<file path="src/hdl/lc3b_types.sv">
package lc3b_types;

// --------------------
// Widths
// --------------------

localparam int WORD_W = 16;                        // Byte address width.
localparam int LINE_W = 128;                       // Bits in one cache line.
localparam int OFFSET_W = 4;                       // Byte offset within a line.
localparam int LINE_ADDR_W = WORD_W - OFFSET_W;    // Line number width.

// --------------------
// Vector types
// --------------------

typedef logic [WORD_W-1:0] lc3b_word;              // Byte address as seen by the cache.
typedef logic [LINE_W-1:0] lc3b_cacheline;         // Full line of data.
typedef logic [LINE_ADDR_W-1:0] lc3b_line_addr;    // Byte address without its offset.

endpackage : lc3b_types

</file>
<file path="src/hdl/evict_ctrl_pkg.sv">
package evict_ctrl_pkg;

import lc3b_types::*;

// --------------------
// Request and command
// --------------------

// One line moving between the request port, the buffer and the memory port.
typedef struct packed {
	logic is_write;                      // Write request or drained entry.
	lc3b_line_addr addr;                 // Line address.
	lc3b_cacheline data;                 // Line payload.
} line_req_t;

// Command toward physical memory.
typedef struct packed {
	logic read;                          // Line read.
	logic write;                         // Line write.
	lc3b_word address;                   // Byte address, offset zero.
	lc3b_cacheline wdata;                // Write payload.
} mem_cmd_t;

// --------------------
// State machines
// --------------------

typedef enum logic [1:0] {
	REQ_IDLE,                            // Waiting for a cache request.
	REQ_LOOKUP,                          // Request presented to the buffer.
	REQ_WAIT_FILL,                       // Read miss waiting for memory.
	REQ_RESPOND                          // Response pulse to the cache.
} req_state_e;

typedef enum logic [1:0] {
	MEM_IDLE,                            // Memory port free.
	MEM_FILL,                            // Read miss in flight.
	MEM_DRAIN                            // Buffered line being written back.
} mem_state_e;

endpackage : evict_ctrl_pkg

</file>
<file path="src/hdl/evict_req_port.sv">
module evict_req_port
	import lc3b_types::*;
	import evict_ctrl_pkg::*;
(
	input  logic buf_mem_resp,
	input  logic rst_n,
	input  logic cache_read,
	input  logic cache_write,
	input  lc3b_word cache_address,
	input  lc3b_cacheline cache_wdata,
	output logic cache_resp,
	output lc3b_cacheline cache_rdata,
	output line_req_t lookup,
	output logic lookup_valid,
	input  logic hit,
	input  lc3b_cacheline hit_data,
	input  logic push_ready,
	output logic push,
	output line_req_t fill_req,
	output logic fill_valid,
	input  logic fill_done,
	input  lc3b_cacheline fill_data
);

req_state_e state;
req_state_e state_next;
line_req_t req;                                    // Captured cache request.
lc3b_cacheline rdata;                              // Read data held for the response.

always_ff @(posedge buf_mem_resp or negedge rst_n)
begin
	if (!rst_n)
		state <= REQ_IDLE;
	else
		state <= state_next;
end

always_comb
begin
	state_next = state;
	case (state)
		REQ_IDLE:
			if (cache_read || cache_write)
				state_next = REQ_LOOKUP;
		REQ_LOOKUP:
			if (req.is_write)
			begin
				if (hit || push_ready)
					state_next = REQ_RESPOND;      // Otherwise stall on a full buffer.
			end
			else if (hit)
				state_next = REQ_RESPOND;
			else
				state_next = REQ_WAIT_FILL;
		REQ_WAIT_FILL:
			if (fill_done)
				state_next = REQ_RESPOND;
		REQ_RESPOND:
			state_next = REQ_IDLE;
		default:
			state_next = REQ_IDLE;
	endcase
end

// --------------------
// Request and data capture
// --------------------

always_ff @(posedge buf_mem_resp)
begin
	if (state == REQ_IDLE && (cache_read || cache_write))
	begin
		req.is_write <= cache_write;
		req.addr <= cache_address[15:4];           // Drop the byte offset.
		req.data <= cache_wdata;
	end
	if (state == REQ_LOOKUP && !req.is_write && hit)
		rdata <= hit_data;
	if (state == REQ_WAIT_FILL && fill_done)
		rdata <= fill_data;
end

assign lookup = req;
assign lookup_valid = (state == REQ_LOOKUP);
assign push = (state == REQ_LOOKUP) && req.is_write && (hit || push_ready);
assign fill_req = req;
assign fill_valid = (state == REQ_WAIT_FILL);      // Held until fill_done.
assign cache_resp = (state == REQ_RESPOND);
assign cache_rdata = rdata;

endmodule : evict_req_port

</file>
<file path="src/hdl/eviction_buffer.sv">
module eviction_buffer
	import lc3b_types::*;
	import evict_ctrl_pkg::*;
#(
	parameter int DEPTH = 4
)
(
	input  logic buf_mem_resp,
	input  logic rst_n,
	input  line_req_t lookup,
	input  logic lookup_valid,
	input  logic push,
	output logic hit,
	output lc3b_cacheline hit_data,
	output logic push_ready,
	output line_req_t drain_head,
	output logic drain_valid,
	input  logic drain_pop
);

localparam int PTR_W = $clog2(DEPTH);

typedef logic [PTR_W-1:0] ptr_t;
typedef logic [PTR_W:0] count_t;

logic [DEPTH-1:0] valid;
lc3b_line_addr entry_addr [DEPTH];
lc3b_cacheline entry_data [DEPTH];
ptr_t head;                                        // Oldest entry, next to drain.
ptr_t tail;                                        // Next free slot.
count_t count;
logic [DEPTH-1:0] match;
ptr_t hit_idx;
logic alloc;
logic overwrite;

// --------------------
// Address match
// --------------------

// The head entry is excluded while it pops, so a write in that cycle
// lands in a fresh slot instead of an entry about to disappear.
always_comb
begin
	match = '0;
	hit_idx = '0;
	for (int i = 0; i < DEPTH; i++)
	begin
		match[i] = valid[i] && (entry_addr[i] == lookup.addr) &&
			!(drain_pop && (ptr_t'(i) == head));
		if (match[i])
			hit_idx = ptr_t'(i);                   // At most one entry per line.
	end
end

assign hit = lookup_valid && (|match);
assign hit_data = entry_data[hit_idx];
assign push_ready = (count < count_t'(DEPTH));

assign alloc = push && lookup.is_write && !hit;
assign overwrite = push && lookup.is_write && hit;

// --------------------
// FIFO control
// --------------------

always_ff @(posedge buf_mem_resp or negedge rst_n)
begin
	if (!rst_n)
	begin
		valid <= '0;
		head <= '0;
		tail <= '0;
		count <= '0;
	end
	else
	begin
		if (alloc)
		begin
			valid[tail] <= 1'b1;
			tail <= tail + 1'b1;
		end
		if (drain_pop)
		begin
			valid[head] <= 1'b0;
			head <= head + 1'b1;
		end
		case ({alloc, drain_pop})
			2'b10: count <= count + 1'b1;
			2'b01: count <= count - 1'b1;
			default: count <= count;
		endcase
	end
end

always_ff @(posedge buf_mem_resp)
begin
	if (alloc)
	begin
		entry_addr[tail] <= lookup.addr;
		entry_data[tail] <= lookup.data;
	end
	else if (overwrite)
		entry_data[hit_idx] <= lookup.data;        // In-place update of a buffered line.
end

assign drain_valid = (count != '0);
assign drain_head.is_write = 1'b1;
assign drain_head.addr = entry_addr[head];
assign drain_head.data = entry_data[head];

endmodule : eviction_buffer

</file>
<file path="src/hdl/mem_port_ctrl.sv">
module mem_port_ctrl
	import lc3b_types::*;
	import evict_ctrl_pkg::*;
(
	input  logic buf_mem_resp,
	input  logic rst_n,
	input  line_req_t fill_req,
	input  logic fill_valid,
	output logic fill_done,
	output lc3b_cacheline fill_data,
	input  line_req_t drain_head,
	input  logic drain_valid,
	output logic drain_pop,
	output mem_cmd_t mem_cmd,
	input  logic mem_resp,
	input  lc3b_cacheline mem_rdata
);

mem_state_e state;
logic cmd_read;
logic cmd_write;
lc3b_word cmd_address;
lc3b_cacheline cmd_wdata;

// Line number back to a byte address at offset zero.
function automatic lc3b_word to_word_addr(input lc3b_line_addr line);
	return {line, {OFFSET_W{1'b0}}};
endfunction

// --------------------
// Arbitration
// --------------------

always_ff @(posedge buf_mem_resp or negedge rst_n)
begin
	if (!rst_n)
	begin
		state <= MEM_IDLE;
		cmd_read <= 1'b0;
		cmd_write <= 1'b0;
	end
	else
	begin
		case (state)
			MEM_IDLE:
				if (fill_valid)
				begin
					state <= MEM_FILL;             // Read misses go first.
					cmd_read <= 1'b1;
				end
				else if (drain_valid)
				begin
					state <= MEM_DRAIN;
					cmd_write <= 1'b1;
				end
			MEM_FILL, MEM_DRAIN:
				if (mem_resp)
				begin
					state <= MEM_IDLE;
					cmd_read <= 1'b0;
					cmd_write <= 1'b0;
				end
			default:
				state <= MEM_IDLE;
		endcase
	end
end

always_ff @(posedge buf_mem_resp)
begin
	if (state == MEM_IDLE)
	begin
		if (fill_valid)
			cmd_address <= to_word_addr(fill_req.addr);
		else if (drain_valid)
		begin
			cmd_address <= to_word_addr(drain_head.addr);
			cmd_wdata <= drain_head.data;          // Snapshot of the head entry.
		end
	end
end

assign mem_cmd.read = cmd_read;
assign mem_cmd.write = cmd_write;
assign mem_cmd.address = cmd_address;
assign mem_cmd.wdata = cmd_wdata;

assign fill_done = (state == MEM_FILL) && mem_resp;
assign fill_data = mem_rdata;

// Head rewritten while its drain was in flight.  Keep it for another pass.
assign drain_pop = (state == MEM_DRAIN) && mem_resp && (drain_head.data == cmd_wdata);

endmodule : mem_port_ctrl

</file>
<file path="src/hdl/evict_top.sv">
module evict_top
	import lc3b_types::*;
	import evict_ctrl_pkg::*;
#(
	parameter int DEPTH = 4
)
(
	input  logic buf_mem_resp,
	input  logic rst_n,
	input  logic cache_read,
	input  logic cache_write,
	input  lc3b_word cache_address,
	input  lc3b_cacheline cache_wdata,
	output logic cache_resp,
	output lc3b_cacheline cache_rdata,
	output mem_cmd_t mem_cmd,
	input  logic mem_resp,
	input  lc3b_cacheline mem_rdata
);

line_req_t lookup;
logic lookup_valid;
logic hit;
lc3b_cacheline hit_data;
logic push_ready;
logic push;
line_req_t fill_req;
logic fill_valid;
logic fill_done;
lc3b_cacheline fill_data;
line_req_t drain_head;
logic drain_valid;
logic drain_pop;

// --------------------
// Blocks
// --------------------

evict_req_port req_port
(
	.buf_mem_resp, .rst_n,
	.cache_read, .cache_write, .cache_address, .cache_wdata,
	.cache_resp, .cache_rdata,
	.lookup, .lookup_valid, .hit, .hit_data, .push_ready, .push,
	.fill_req, .fill_valid, .fill_done, .fill_data
);

eviction_buffer #(.DEPTH(DEPTH)) buffer
(
	.buf_mem_resp, .rst_n,
	.lookup, .lookup_valid, .push, .hit, .hit_data, .push_ready,
	.drain_head, .drain_valid, .drain_pop
);

mem_port_ctrl mem_port
(
	.buf_mem_resp, .rst_n,
	.fill_req, .fill_valid, .fill_done, .fill_data,
	.drain_head, .drain_valid, .drain_pop,
	.mem_cmd, .mem_resp, .mem_rdata
);

endmodule : evict_top

</file>
<file path="config.mk">
export PLATFORM = sky130hd
export DESIGN_NAME = evict_top
export DESIGN_NICKNAME = d
export VERILOG_FILES = /design/src/hdl/lc3b_types.sv /design/src/hdl/evict_ctrl_pkg.sv /design/src/hdl/evict_req_port.sv /design/src/hdl/eviction_buffer.sv /design/src/hdl/mem_port_ctrl.sv /design/src/hdl/evict_top.sv
export SDC_FILE = /design/constraint.sdc
export NUM_CORES = 1
export LEC_CHECK = 0
export BUFFER_PORTS_ARGS = -buffer_cell sky130_fd_sc_hd__buf_2
export CORE_ASPECT_RATIO = 1.1
export CORE_MARGIN = 1.5
export CORE_UTILIZATION = 45
export DETAILED_ROUTE_END_ITERATION = 12
export PLACE_DENSITY_LB_ADDON = 0.05
export SYNTH_ARGS = -nofsm -noshare
export SYNTH_HDL_FRONTEND = slang
export SYNTH_HIERARCHICAL = 1
export SYNTH_SLANG_ARGS = --single-unit
</file>
<file path="constraint.sdc">
create_clock -name buf_mem_resp -period 23 [get_ports buf_mem_resp]
set_input_delay 4.6 -clock buf_mem_resp [delete_from_list [all_inputs] [get_ports buf_mem_resp]]
set_output_delay 4.6 -clock buf_mem_resp [all_outputs]
set_load 0.1 [all_outputs]
</file>
==> summary.md, run 1 <==
| Metric | Value |
|---|---|
| Crit-path cells | buf_2 -> o211ai_1 -> nor4_1 -> nand4_1 -> nor4_2 -> buf_4 -> nand2_1 -> nand3_1 -> nor4_2 -> or3_4 -> mux2_2 -> nor2_4 -> buf_4 |
| Worst r2r src | buffer/head[1] |
| Wire length per cell | 29.2 um |
| Critical path data arrival time | 8.74 ns |
| Initial antenna violation count | 16 |
| Chip Height | approximately 330 um |
| Worst setup EP type | flip-flop |
| CTS Root Cell | clkbuf_16 |
| CTS tree | built |
| Worst EP required | 23.28 ns |
| Drt first pass iters | 5 |
| Least-Margin Pin Slew | ~1.1 ns |
| Delay-heaviest family, CP | simple AND/OR/NAND/NOR gates |
| Clock sink count | approximately 1000 |
| Setup bufs post-CTS | 0 |
| Period utilization | between 30% and 40% |
| Number of H-tree levels | 3 |
| Status | complete, no violations |
| Core box area | between 0.09 and 0.1 mm2 |
| Final setup fails | 0 |
| Relative slew margins | about a quarter |
| Hold-fix buffers at CTS | 0 |
| IO Count | ~550 |
| Post-cts resize count | 0 |
| Post-Synthesis Cells | about 2500 |
| Final Wtd Congestion | between 0.8 and 0.9 |
| Worst-path fanout max | 53 |
| Pwr Density | roughly 110 mW/mm2 |
| Slowest CP cell | buf_4 |
| Final ANT Viol Nets | 0 |
| First-pass GRT wire length | approximately 170 mm |
| Post-Syn Area per Cell | between 15 and 20 um2 |
| # fillers | 7951 |
| Total gr overflow | 0 |
| DRT iter0 DRCs | 1780 |
| Max Clk Rate | between 0.1 and 0.15 GHz |
| NumNets Final | between 3000 and 4000 |
| Clock buffer depth | 3 |
| PortBufs | 543 |
| Initial Utilization | a little under half |
| Worst skew pair latency | ~0.68 ns |
| Vias in the first global route | around 24000 |
| R2r setup slk | roughly 15 ns |
| Hold/Removal Path Class | flip-flop to flip-flop |
| Worst R2R End | buffer/entry_data[0][58] |
| R2R depth | 16 |
| Clk slew on worst S/H paths | ~0.060 ns |
| Crit path kind | input port to flip-flop |
| Layout cells sized above 1 | about a third |
| Peak supply drop | about 0.000075 V |
| Min Tclk post-route | 8.46 ns |
| GRT Util Overall | 24.8% |
| Hold_sp | buffer/count[0] |
| Largest net degree at the start of global routing | approximately 130 |
| WP buf/inv | 3 |
| Clock skew | 0.0350 ns |
| Vias | 23100 |
| WHS Endpoint | buffer/count[0] |
| Startpoint types | input port |
| RSZ-0062 raised after global routing | false |
| Worst setup slack after layout | roughly 15 ns |
| Fin. Hold Viols | 0 |
| Hold depth | 1 |
| DR vias/cell | 5.61 |
| # rows | between 100 and 150 |
| Max Cap Viol | 0 |
| Slowest cell delay on critical path | roughly 0.83 ns |
| Pins over their slew limit | 0 |
| DP Worst Slack | roughly 14 ns |
| WL final | roughly 120 mm |
| Hpwl dp | between 70 and 80 mm |
| DRC errors left | 0 |
| Area grow syn2layout | 11.6% |
| Die span in x | approximately 300 um |
| Total Neg Setup Slack | 0 ns |
| YS warnings | 6 |
| Die area | approximately 0.097 mm2 |
| P_leak | ~16 nW |
| Total CTS buffers | ~100 |
| Cell Area, Synth | roughly 0.043 mm2 |
==> cells in the final DEF (no fill, tap or decap), types with 4 or more instances in the layout <==
master      instances
mux4_2            140
clkinvlp_4          4
clkinv_1           29
and3_1              4
clkbuf_16         104
nor2_2             10
nor4_2              6
nand4_1            27
nor2_4              5
nand2_1            14
clkbuf_1           20
clkinv_8            5
edfxtp_1          969
ha_1               17
bufinv_16           6
xnor2_1            87
a2111o_1           15
o21a_1              4
nor4_1             12
xnor2_2            17
o2111ai_1          13
nor2_1            122
o22ai_1           254
mux2_2             32
buf_2             543
nand2b_1           41
nand3_1            17
buf_4              31
dfrtp_1            15
nor2b_1            47
inv_1              46
mux2_1            109
xor2_1              7
o21ai_0             5
conb_1              4
clkinv_2           16
o22ai_2            10
==> layer usage <==
| metal | GRT usage [%] | share of wire (%) |
|---|---|---|
| met3 | 6.28 | 8.5 |
| met1 | 33.1 | 40 |
| met2 | 40.7 | 49 |
| met5 | 0 | 0.051 |
| met4 | 5.78 | 1.9 |
==> flip-flops by register name (all words and copies together), names as in the netlist <==
signal and flops:
req_port/state 2, mem_port/cmd_wdata 128, req_port/fill_req 141, req_port/cache_rdata 128, buffer/entry_addr 48, mem_port/cmd_address 12
buffer/head 2, mem_port/state 2, buffer/count 3, buffer/valid 4, buffer/entry_data 512, mem_port/cmd_read 1
buffer/tail 2, mem_port/cmd_write 1
==> report_power, final <==
| part | switching [mW] | internal [mW] |
|---|---|---|
| Combinational | 1.21 | 0.203 |
| Sequential | 0.147 | 2.27 |
| Clock | 0.703 | 0.896 |
| Total | 2.06 | 3.36 |
==> per-stage QoR <==
step / util [%] / instance area (um2) / power, mW / cells / hold slack [ns]
2_1_floorplan: - / 42700 / 3.59 / 2489 / 0.446
3_3_place_gp: 47.2 / 44400 / 3.86 / 3932 / 0.461
3_5_place_dp: 47.2 / 44400 / 3.87 / 3932 / 0.471
4_1_cts: 50.6 / 47600 / 5.47 / 4119 / 0.484
5_1_grt: 50.6 / 47600 / 5.59 / 4121 / 0.503
6_report: 50.6 / 47600 / 5.43 / 4121 / 0.480
==> worst max path at each step <==
stage | startpoint | end | slack, ns | cells after the start
2_1_floorplan | mem_resp | req_port/cache_rdata[0] | 7.34 | 13
3_3_place_gp | mem_resp | buffer/entry_data[0][73] | 13.70 | 13
3_5_place_dp | mem_resp | buffer/entry_data[0][57] | 13.70 | 13
4_1_cts | mem_resp | buffer/entry_data[0][58] | 14.41 | 13
5_1_grt | mem_resp | buffer/entry_data[0][17] | 14.17 | 14
6_report | mem_resp | buffer/entry_data[0][58] | 14.54 | 13
==> cell type report <==
class	instances	area, um2	area share, %
clock buffer	124	2680	5.62
tap	1260	1580	3.31
multi-input combinational	1060	10100	21.3
inverter	50	188	0.394
timing repair buffer	576	2990	6.28
sequential	986	29500	62.0
clock inverter	63	512	1.07
antenna	2	5.00	0.0105
No activity file was read; power rests on OpenSTA's default activity.
==> run 2, diff against run 1 <==
--- a/config.mk
+++ b/config.mk
@@ -5,6 +5,7 @@
 export SDC_FILE = /design/constraint.sdc
 export NUM_CORES = 1
 export LEC_CHECK = 0
+export ABC_AREA = 1
 export BUFFER_PORTS_ARGS = -buffer_cell sky130_fd_sc_hd__buf_2
 export CORE_ASPECT_RATIO = 1.1
 export CORE_MARGIN = 1.5
==> constraint.sdc (replaced) <==
create_clock -name buf_mem_resp -period 7.8 [get_ports buf_mem_resp]
set_input_delay 1.56 -clock buf_mem_resp [delete_from_list [all_inputs] [get_ports buf_mem_resp]]
set_output_delay 1.56 -clock buf_mem_resp [all_outputs]
set_load 0.1 [all_outputs]
==> summary.md, run 2 <==
| Metric | Value |
|---|---|
| Critical path data arrival time | 7.03 ns (was 8.74 ns) |
| Worst setup EP type | flip-flop (unchanged) |
| Slowest CP cell | o21ai_0 (was buf_4) |
| Hold-fix buffers at CTS | 0 (unchanged) |
| Final ANT Viol Nets | 0 (unchanged) |
| Vias | 30200 (was 23100) |
| Worst-path fanout max | 87 (was 53) |
| Hpwl dp | 91.3 mm (was 79.4 mm) |
| Post-cts resize count | 0 (unchanged) |
| Pwr Density | 317 mW/mm2 (was 114 mW/mm2) |
| Clock buffer depth | 3 (unchanged) |
| Clock sink count | 986 (unchanged) |
| Period utilization | 86.0% |
| Setup bufs post-CTS | 0 (unchanged) |
| Total Neg Setup Slack | 0 ns (unchanged) |
| Worst EP required | 8.12 ns (was 23.28 ns) |
| Number of flip-flops in the largest register | 512 (unchanged) |
| Initial antenna violation count | 8 (was 16) |
| Fin. Hold Viols | 0 (unchanged) |
| WL final | 139 mm (was 120 mm) |
| WP buf/inv | 5 (was 3) |
| Cell Area, Synth | 0.0455 mm2 (was 0.0427 mm2) |
| RSZ-0062 raised after global routing | false (unchanged) |
| Worst skew pair latency | 0.69 ns (was 0.68 ns) |
| Die area | 0.103 mm2 (was 0.0967 mm2) |
| CTS tree | built (unchanged) |
| Worst setup slack after layout | 1.09 ns (was 14.54 ns) |
| GRT Util Overall | 26.6% (was 24.8%) |
| Met2 Use GR | 43.1% (was 40.7%) |
| Most used cell, CP | nor2_1 |
| Total CTS buffers | 107 (was 103) |
| Die span in x | 306 um (was 297 um) |
| Layout cells sized above 1 | 21.3% (was 33.4%) |
| Delay-heaviest family, CP | simple AND/OR/NAND/NOR gates (unchanged) |
| Placed insts | 5402 (was 3932) |
| CTS Root Cell | clkbuf_16 (unchanged) |
| Startpoint types | flip-flop (was input port) |
| Initial Utilization | 45.3% (was 45.4%) |
| Clock skew | 0.0201 ns (was 0.0350 ns) |
| YS warnings | 6 (unchanged) |
| Post-Synthesis Cells | 3959 (was 2486) |
| Max Clk Rate | around 0.15 GHz |
| Crit path kind | flip-flop to flip-flop (was input port to flip-flop) |
| IO Count | 552 (unchanged) |
| Least-Margin Pin Slew | 1.26 ns (was 1.14 ns) |
| Most frequent cells in the layout | 969 x edfxtp_1, 548 x o21ai_0, 543 x buf_2 (was 969 x edfxtp_1, 543 x buf_2, 254 x o22ai_1) |
| DRT iter0 DRCs | 2545 (was 1780) |
| Largest register by flop count | buffer/entry_data (unchanged) |
| Slowest cell delay on critical path | 0.75 ns (was 0.83 ns) |
| First-pass GRT wire length | 198 mm (was 170 mm) |
| Most common cell after layout, fill and taps aside | edfxtp_1 (unchanged) |
| GR Util met1 | 35.0% (was 33.1%) |
| Hold/Removal Path Class | flip-flop to flip-flop (unchanged) |
| Post-DP Area | 0.0476 mm2 (was 0.0444 mm2) |
| Drt first pass iters | 5 (unchanged) |
| Design Area, Final | 0.0510 mm2 (was 0.0476 mm2) |
| Final hold slack | 0.479 ns (was 0.480 ns) |
| NumNets Final | 4504 (was 3072) |
| Post-Syn Area per Cell | 11.5 um2 (was 17.2 um2) |
| Largest net degree at the start of global routing | 130 (was 125) |
| Number of H-tree levels | 3 (unchanged) |
| PortBufs | 543 (unchanged) |
| Non-Filler Instances | 5603 (was 4121) |
| # rows | 122 (was 118) |
| Min Tclk post-route | roughly 6.7 ns |
| Final Wtd Congestion | 0.908 (was 0.815) |
| Vias in the first global route | 28800 (was 23600) |
| Most Used Layer, Global Route | met2 (unchanged) |
| Final core occ | 50.7% (was 50.6%) |
| Wire length per cell | 24.8 um (was 29.2 um) |
| DP Worst Slack | 1.08 ns (was 13.70 ns) |
| Status | complete, no violations (unchanged) |
| Peak supply drop | 0.000384 V (was 0.0000748 V) |
| Final setup fails | 0 (unchanged) |
| Relative slew margins | 14.9% (was 23.9%) |
| P_leak | 19.9 nW (was 16.2 nW) |
| DRC errors left | 0 (unchanged) |
| Total power | 16.2 mW (was 5.43 mW) |
| Met3 Use GR | 6.23% (was 6.28%) |
| Core box area | 0.100 mm2 (was 0.0940 mm2) |
| DR vias/cell | 5.40 (was 5.61) |
| Pins over their slew limit | 0 (unchanged) |
| Chip Height | 336 um (was 326 um) |
| Clk slew on worst S/H paths | 0.06 ns (about the same) |
| Total gr overflow | 0 (unchanged) |
| Max Cap Viol | 0 (unchanged) |
| Area grow syn2layout | 12.1% (was 11.6%) |
run 2: per-layer routing:
layer	vias up	share of wire (%)
met2	976	47
met5	-	0.014
met1	14900	42
met4	4	3.1
li1	14200	-
met3	174	7.6
run 2: cell type report:
cell class / count / area [um2]
repair buffers: 608 / 3530
inverters: 361 / 1380
clock inverters: 57 / 425
clock buffers: 139 / 2890
multi-input cells: 2145 / 11600
diodes: 5 / 12.5
well taps: 1302 / 1630
flip-flops and latches: 986 / 29500
fillers: 8950 / 49500
run 2: power breakdown:
part,internal [mW],switching [mW],total [mW]
Clock,2.79,2.09,4.88
Sequential,6.76,0.456,7.22
Combinational,0.554,3.51,4.06
run 2: path summary, 6_finish.rpt:
path,endpoint,start,depth (start not counted),slack (ns)
min reg2reg,buffer/count[0],buffer/count[0],1,0.48
min,buffer/count[0],buffer/count[0],1,0.48
max reg2reg,buffer/entry_data[2][88],buffer/head[0],31,1.09
max,buffer/entry_data[2][88],buffer/head[0],31,1.09
min in group asynchronous,buffer/valid[0],rst_n,1,0.85
max in group asynchronous,buffer/head[0],rst_n,1,6.55
==> run 3, diff against run 2 <==
--- a/config.mk
+++ b/config.mk
@@ -10,8 +10,10 @@
 export CORE_ASPECT_RATIO = 1.1
 export CORE_MARGIN = 1.5
 export CORE_UTILIZATION = 45
+export CTS_BUF_LIST = sky130_fd_sc_hd__clkbuf_2 sky130_fd_sc_hd__clkbuf_4 sky130_fd_sc_hd__clkbuf_8
 export DETAILED_ROUTE_END_ITERATION = 12
 export PLACE_DENSITY_LB_ADDON = 0.05
+export SKIP_LAST_GASP = 1
 export SYNTH_ARGS = -nofsm -noshare
 export SYNTH_HDL_FRONTEND = slang
 export SYNTH_HIERARCHICAL = 1
==> constraint.sdc (replaced) <==
create_clock -name buf_mem_resp -period 6.1 [get_ports buf_mem_resp]
set_input_delay 1.22 -clock buf_mem_resp [delete_from_list [all_inputs] [get_ports buf_mem_resp]]
set_output_delay 1.22 -clock buf_mem_resp [all_outputs]
set_load 0.1 [all_outputs]
==> summary.md, run 3 (synthesized netlist as in run 2, its figures left out) <==
| Metric | Value |
|---|---|
| Most common cell after layout, fill and taps aside | edfxtp_1 (unchanged) |
| PortBufs | 543 (unchanged) |
| Largest register by flop count | buffer/entry_data (unchanged) |
| Setup bufs post-CTS | 0 (unchanged) |
| Fin. Hold Viols | 0 (unchanged) |
| Vias | 30800 (was 30200) |
| Post-cts resize count | 0 (unchanged) |
| Number of flip-flops in the largest register | 512 (unchanged) |
| Flop pwr share | 45.7% (was 44.6%) |
| Clock buffer depth | 3 (unchanged) |
| Pins over their slew limit | 0 (unchanged) |
| Hold-fix buffers at CTS | 0 (unchanged) |
| Period utilization | 93.3% (was 86.0%) |
| Core box area | 0.100 mm2 (unchanged) |
| Max Cap Viol | 0 (unchanged) |
| Clock Power Share | 28.7% (was 30.2%) |
| RSZ-0062 raised after global routing | false (unchanged) |
| Initial antenna violation count | 6 (was 8) |
| Total power | 20.2 mW (was 16.2 mW) |
| Least-Margin Pin Slew | 1.24 ns (was 1.26 ns) |
| CTS Root Cell | clkbuf_8 (was clkbuf_16) |
| NumNets Final | 4657 (was 4504) |
| First-pass GRT wire length | 197 mm (was 198 mm) |
| Die span in x | 306 um (unchanged) |
| Clock sink count | 986 (unchanged) |
| Worst-path fanout max | 128 (was 87) |
| Most frequent cells in the layout | 969 x edfxtp_1, 543 x buf_2, 516 x o21ai_0 (was 969 x edfxtp_1, 548 x o21ai_0, 543 x buf_2) |
| Layout cells sized above 1 | 25.2% (was 21.3%) |
| IO Count | 552 (unchanged) |
| Status | complete, no violations (unchanged) |
| Clock skew | 0.0329 ns (was 0.0201 ns) |
| DRC errors left | 0 (unchanged) |
| CTS tree | built (unchanged) |
| Final ANT Viol Nets | 0 (unchanged) |
| P_leak | 20.5 nW (was 19.9 nW) |
| Chip Height | 336 um (unchanged) |
| # rows | 122 (unchanged) |
| Total gr overflow | 0 (unchanged) |
| Sw Pwr | 7.79 mW (was 6.05 mW) |
| Hold/Removal Path Class | input port to asynchronous set/reset pin (was flip-flop to flip-flop) |
| Total CTS buffers | 166 (was 107) |
| Worst EP required | 6.68 ns (was 8.12 ns) |
| Power Internal | 12.4 mW (was 10.1 mW) |
| Worst setup slack after layout | 0.409 ns (was 1.09 ns) |
| Final setup fails | 0 (unchanged) |
| Startpoint types | flip-flop (unchanged) |
| Final Wtd Congestion | 0.905 (was 0.908) |
| Initial Utilization | 45.3% (unchanged) |
| Worst skew pair latency | 0.85 ns (was 0.69 ns) |
| Critical path data arrival time | 6.27 ns (was 7.03 ns) |
| Number of H-tree levels | 4 (was 3) |
| Hpwl dp | 93.3 mm (was 91.3 mm) |
| Relative slew margins | 17.1% (was 14.9%) |
| Pwr Density | 390 mW/mm2 (was 317 mW/mm2) |
| GRT Util Overall | 26.4% (was 26.6%) |
| Max Clk Rate | 0.176 GHz (was 0.149 GHz) |
| Peak supply drop | 0.000541 V (was 0.000384 V) |
| Area grow syn2layout | 14.2% (was 12.1%) |
| Crit path kind | flip-flop to flip-flop (unchanged) |
| Worst setup EP type | flip-flop (unchanged) |
| DRT iter0 DRCs | 2385 (was 2545) |
| Min Tclk post-route | 5.69 ns (was 6.71 ns) |
| # fillers | 8999 (was 8950) |
| Wire length per cell | 23.9 um (was 24.8 um) |
| DR vias/cell | 5.30 (was 5.40) |
| Vias in the first global route | 29600 (was 28800) |
| Comb pwr share | 25.6% (was 25.1%) |
| Multi-input gate area | 0.0116 mm2 (about the same) |
| WL final | 139 mm (about the same) |
| DP Worst Slack | 0.164 ns (was 1.08 ns) |
| FF+latch area | 0.0295 mm2 (unchanged) |
| Drt first pass iters | 5 (unchanged) |
| Die area | 0.103 mm2 (unchanged) |
| Sw Ratio | 38.5% (was 37.5%) |
| Largest net degree at the start of global routing | 129 (was 130) |
| Clk slew on worst S/H paths | 0.06 ns (about the same) |
run 3: per-stage QoR:
stage	hold slack [ns]	util, %	cell area [um2]	TNS, ns	std cells
floorplan	0.446	-	45600	-2.64	3962
global placement	0.463	48.5	48700	0	5496
detailed placement	0.463	48.5	48700	0	5496
CTS	0.256	51.7	51900	0	5800
global route	0.297	51.7	51900	0	5804
finish	0.328	51.7	51900	0	5804
run 3: layout make-up:
type / count / share of cell area [%]
multi-input cells: 2145 / 22.3
well taps: 1302 / 3.14
flip-flops and latches: 986 / 56.8
repair buffers: 702 / 8.84
clock buffers: 243 / 5.52
inverters: 361 / 2.67
clock inverters: 61 / 0.679
diodes: 4 / 0.0193
run 3: final timing paths:
path / startpoint / to / slack [ns] / cells past startpoint
hold reg to reg: buffer/count[0] / buffer/count[0] / 0.47 / 1
max in group asynchronous: rst_n / buffer/head[0] / 5.40 / 1
hold / removal: rst_n / mem_port/cmd_read / 0.33 / 1
setup reg to reg: buffer/head[0] / req_port/cache_rdata[63] / 0.41 / 23
setup / recovery: buffer/head[0] / req_port/cache_rdata[63] / 0.41 / 23
min in group buf_mem_resp: buffer/count[0] / buffer/count[0] / 0.47 / 1
run 3: critical path: stages (launching register included):
cell	delay, ns
dfrtp_4	0.47
buf_12	0.35
buf_12	0.31
nor2_1	0.09
o21ai_0	0.57
o21ai_0	0.19
nor2_1	0.40
nand4_1	0.14
nor2_1	0.14
nand3_1	0.07
nor2_1	0.13
buf_4	0.16
nand2_1	0.12
nand2_1	0.09
nor2_1	0.04
nand2_1	0.06
nor2_1	0.04
nand2_1	0.15
buf_4	0.16
inv_6	0.04
buf_12	0.20
o22ai_1	0.44
a21oi_1	0.23
mux2_4	0.31
run 3: layer usage:
layer | GRT usage [%] | up-vias | part of all wire (%)
li1 | - | 14500 | -
met1 | 34.8 | 15000 | 42
met2 | 42.8 | 1057 | 47
met3 | 6.55 | 197 | 7.6
met4 | 8.87 | 0 | 2.8
met5 | 0 | - | 0
run 3: power by group through the flow:
| stage | Combinational (mW) | Clock (mW) | Sequential [mW] |
|---|---|---|---|
| finish | 5.19 | 5.81 | 9.24 |
| global route | 5.40 | 6.25 | 9.32 |
| CTS | 5.21 | 5.96 | 9.23 |
| detailed placement | 5.20 | 0 | 9.36 |
| global placement | 5.21 | 0 | 9.34 |
| floorplan | 1.63 | 0 | 11.8 |
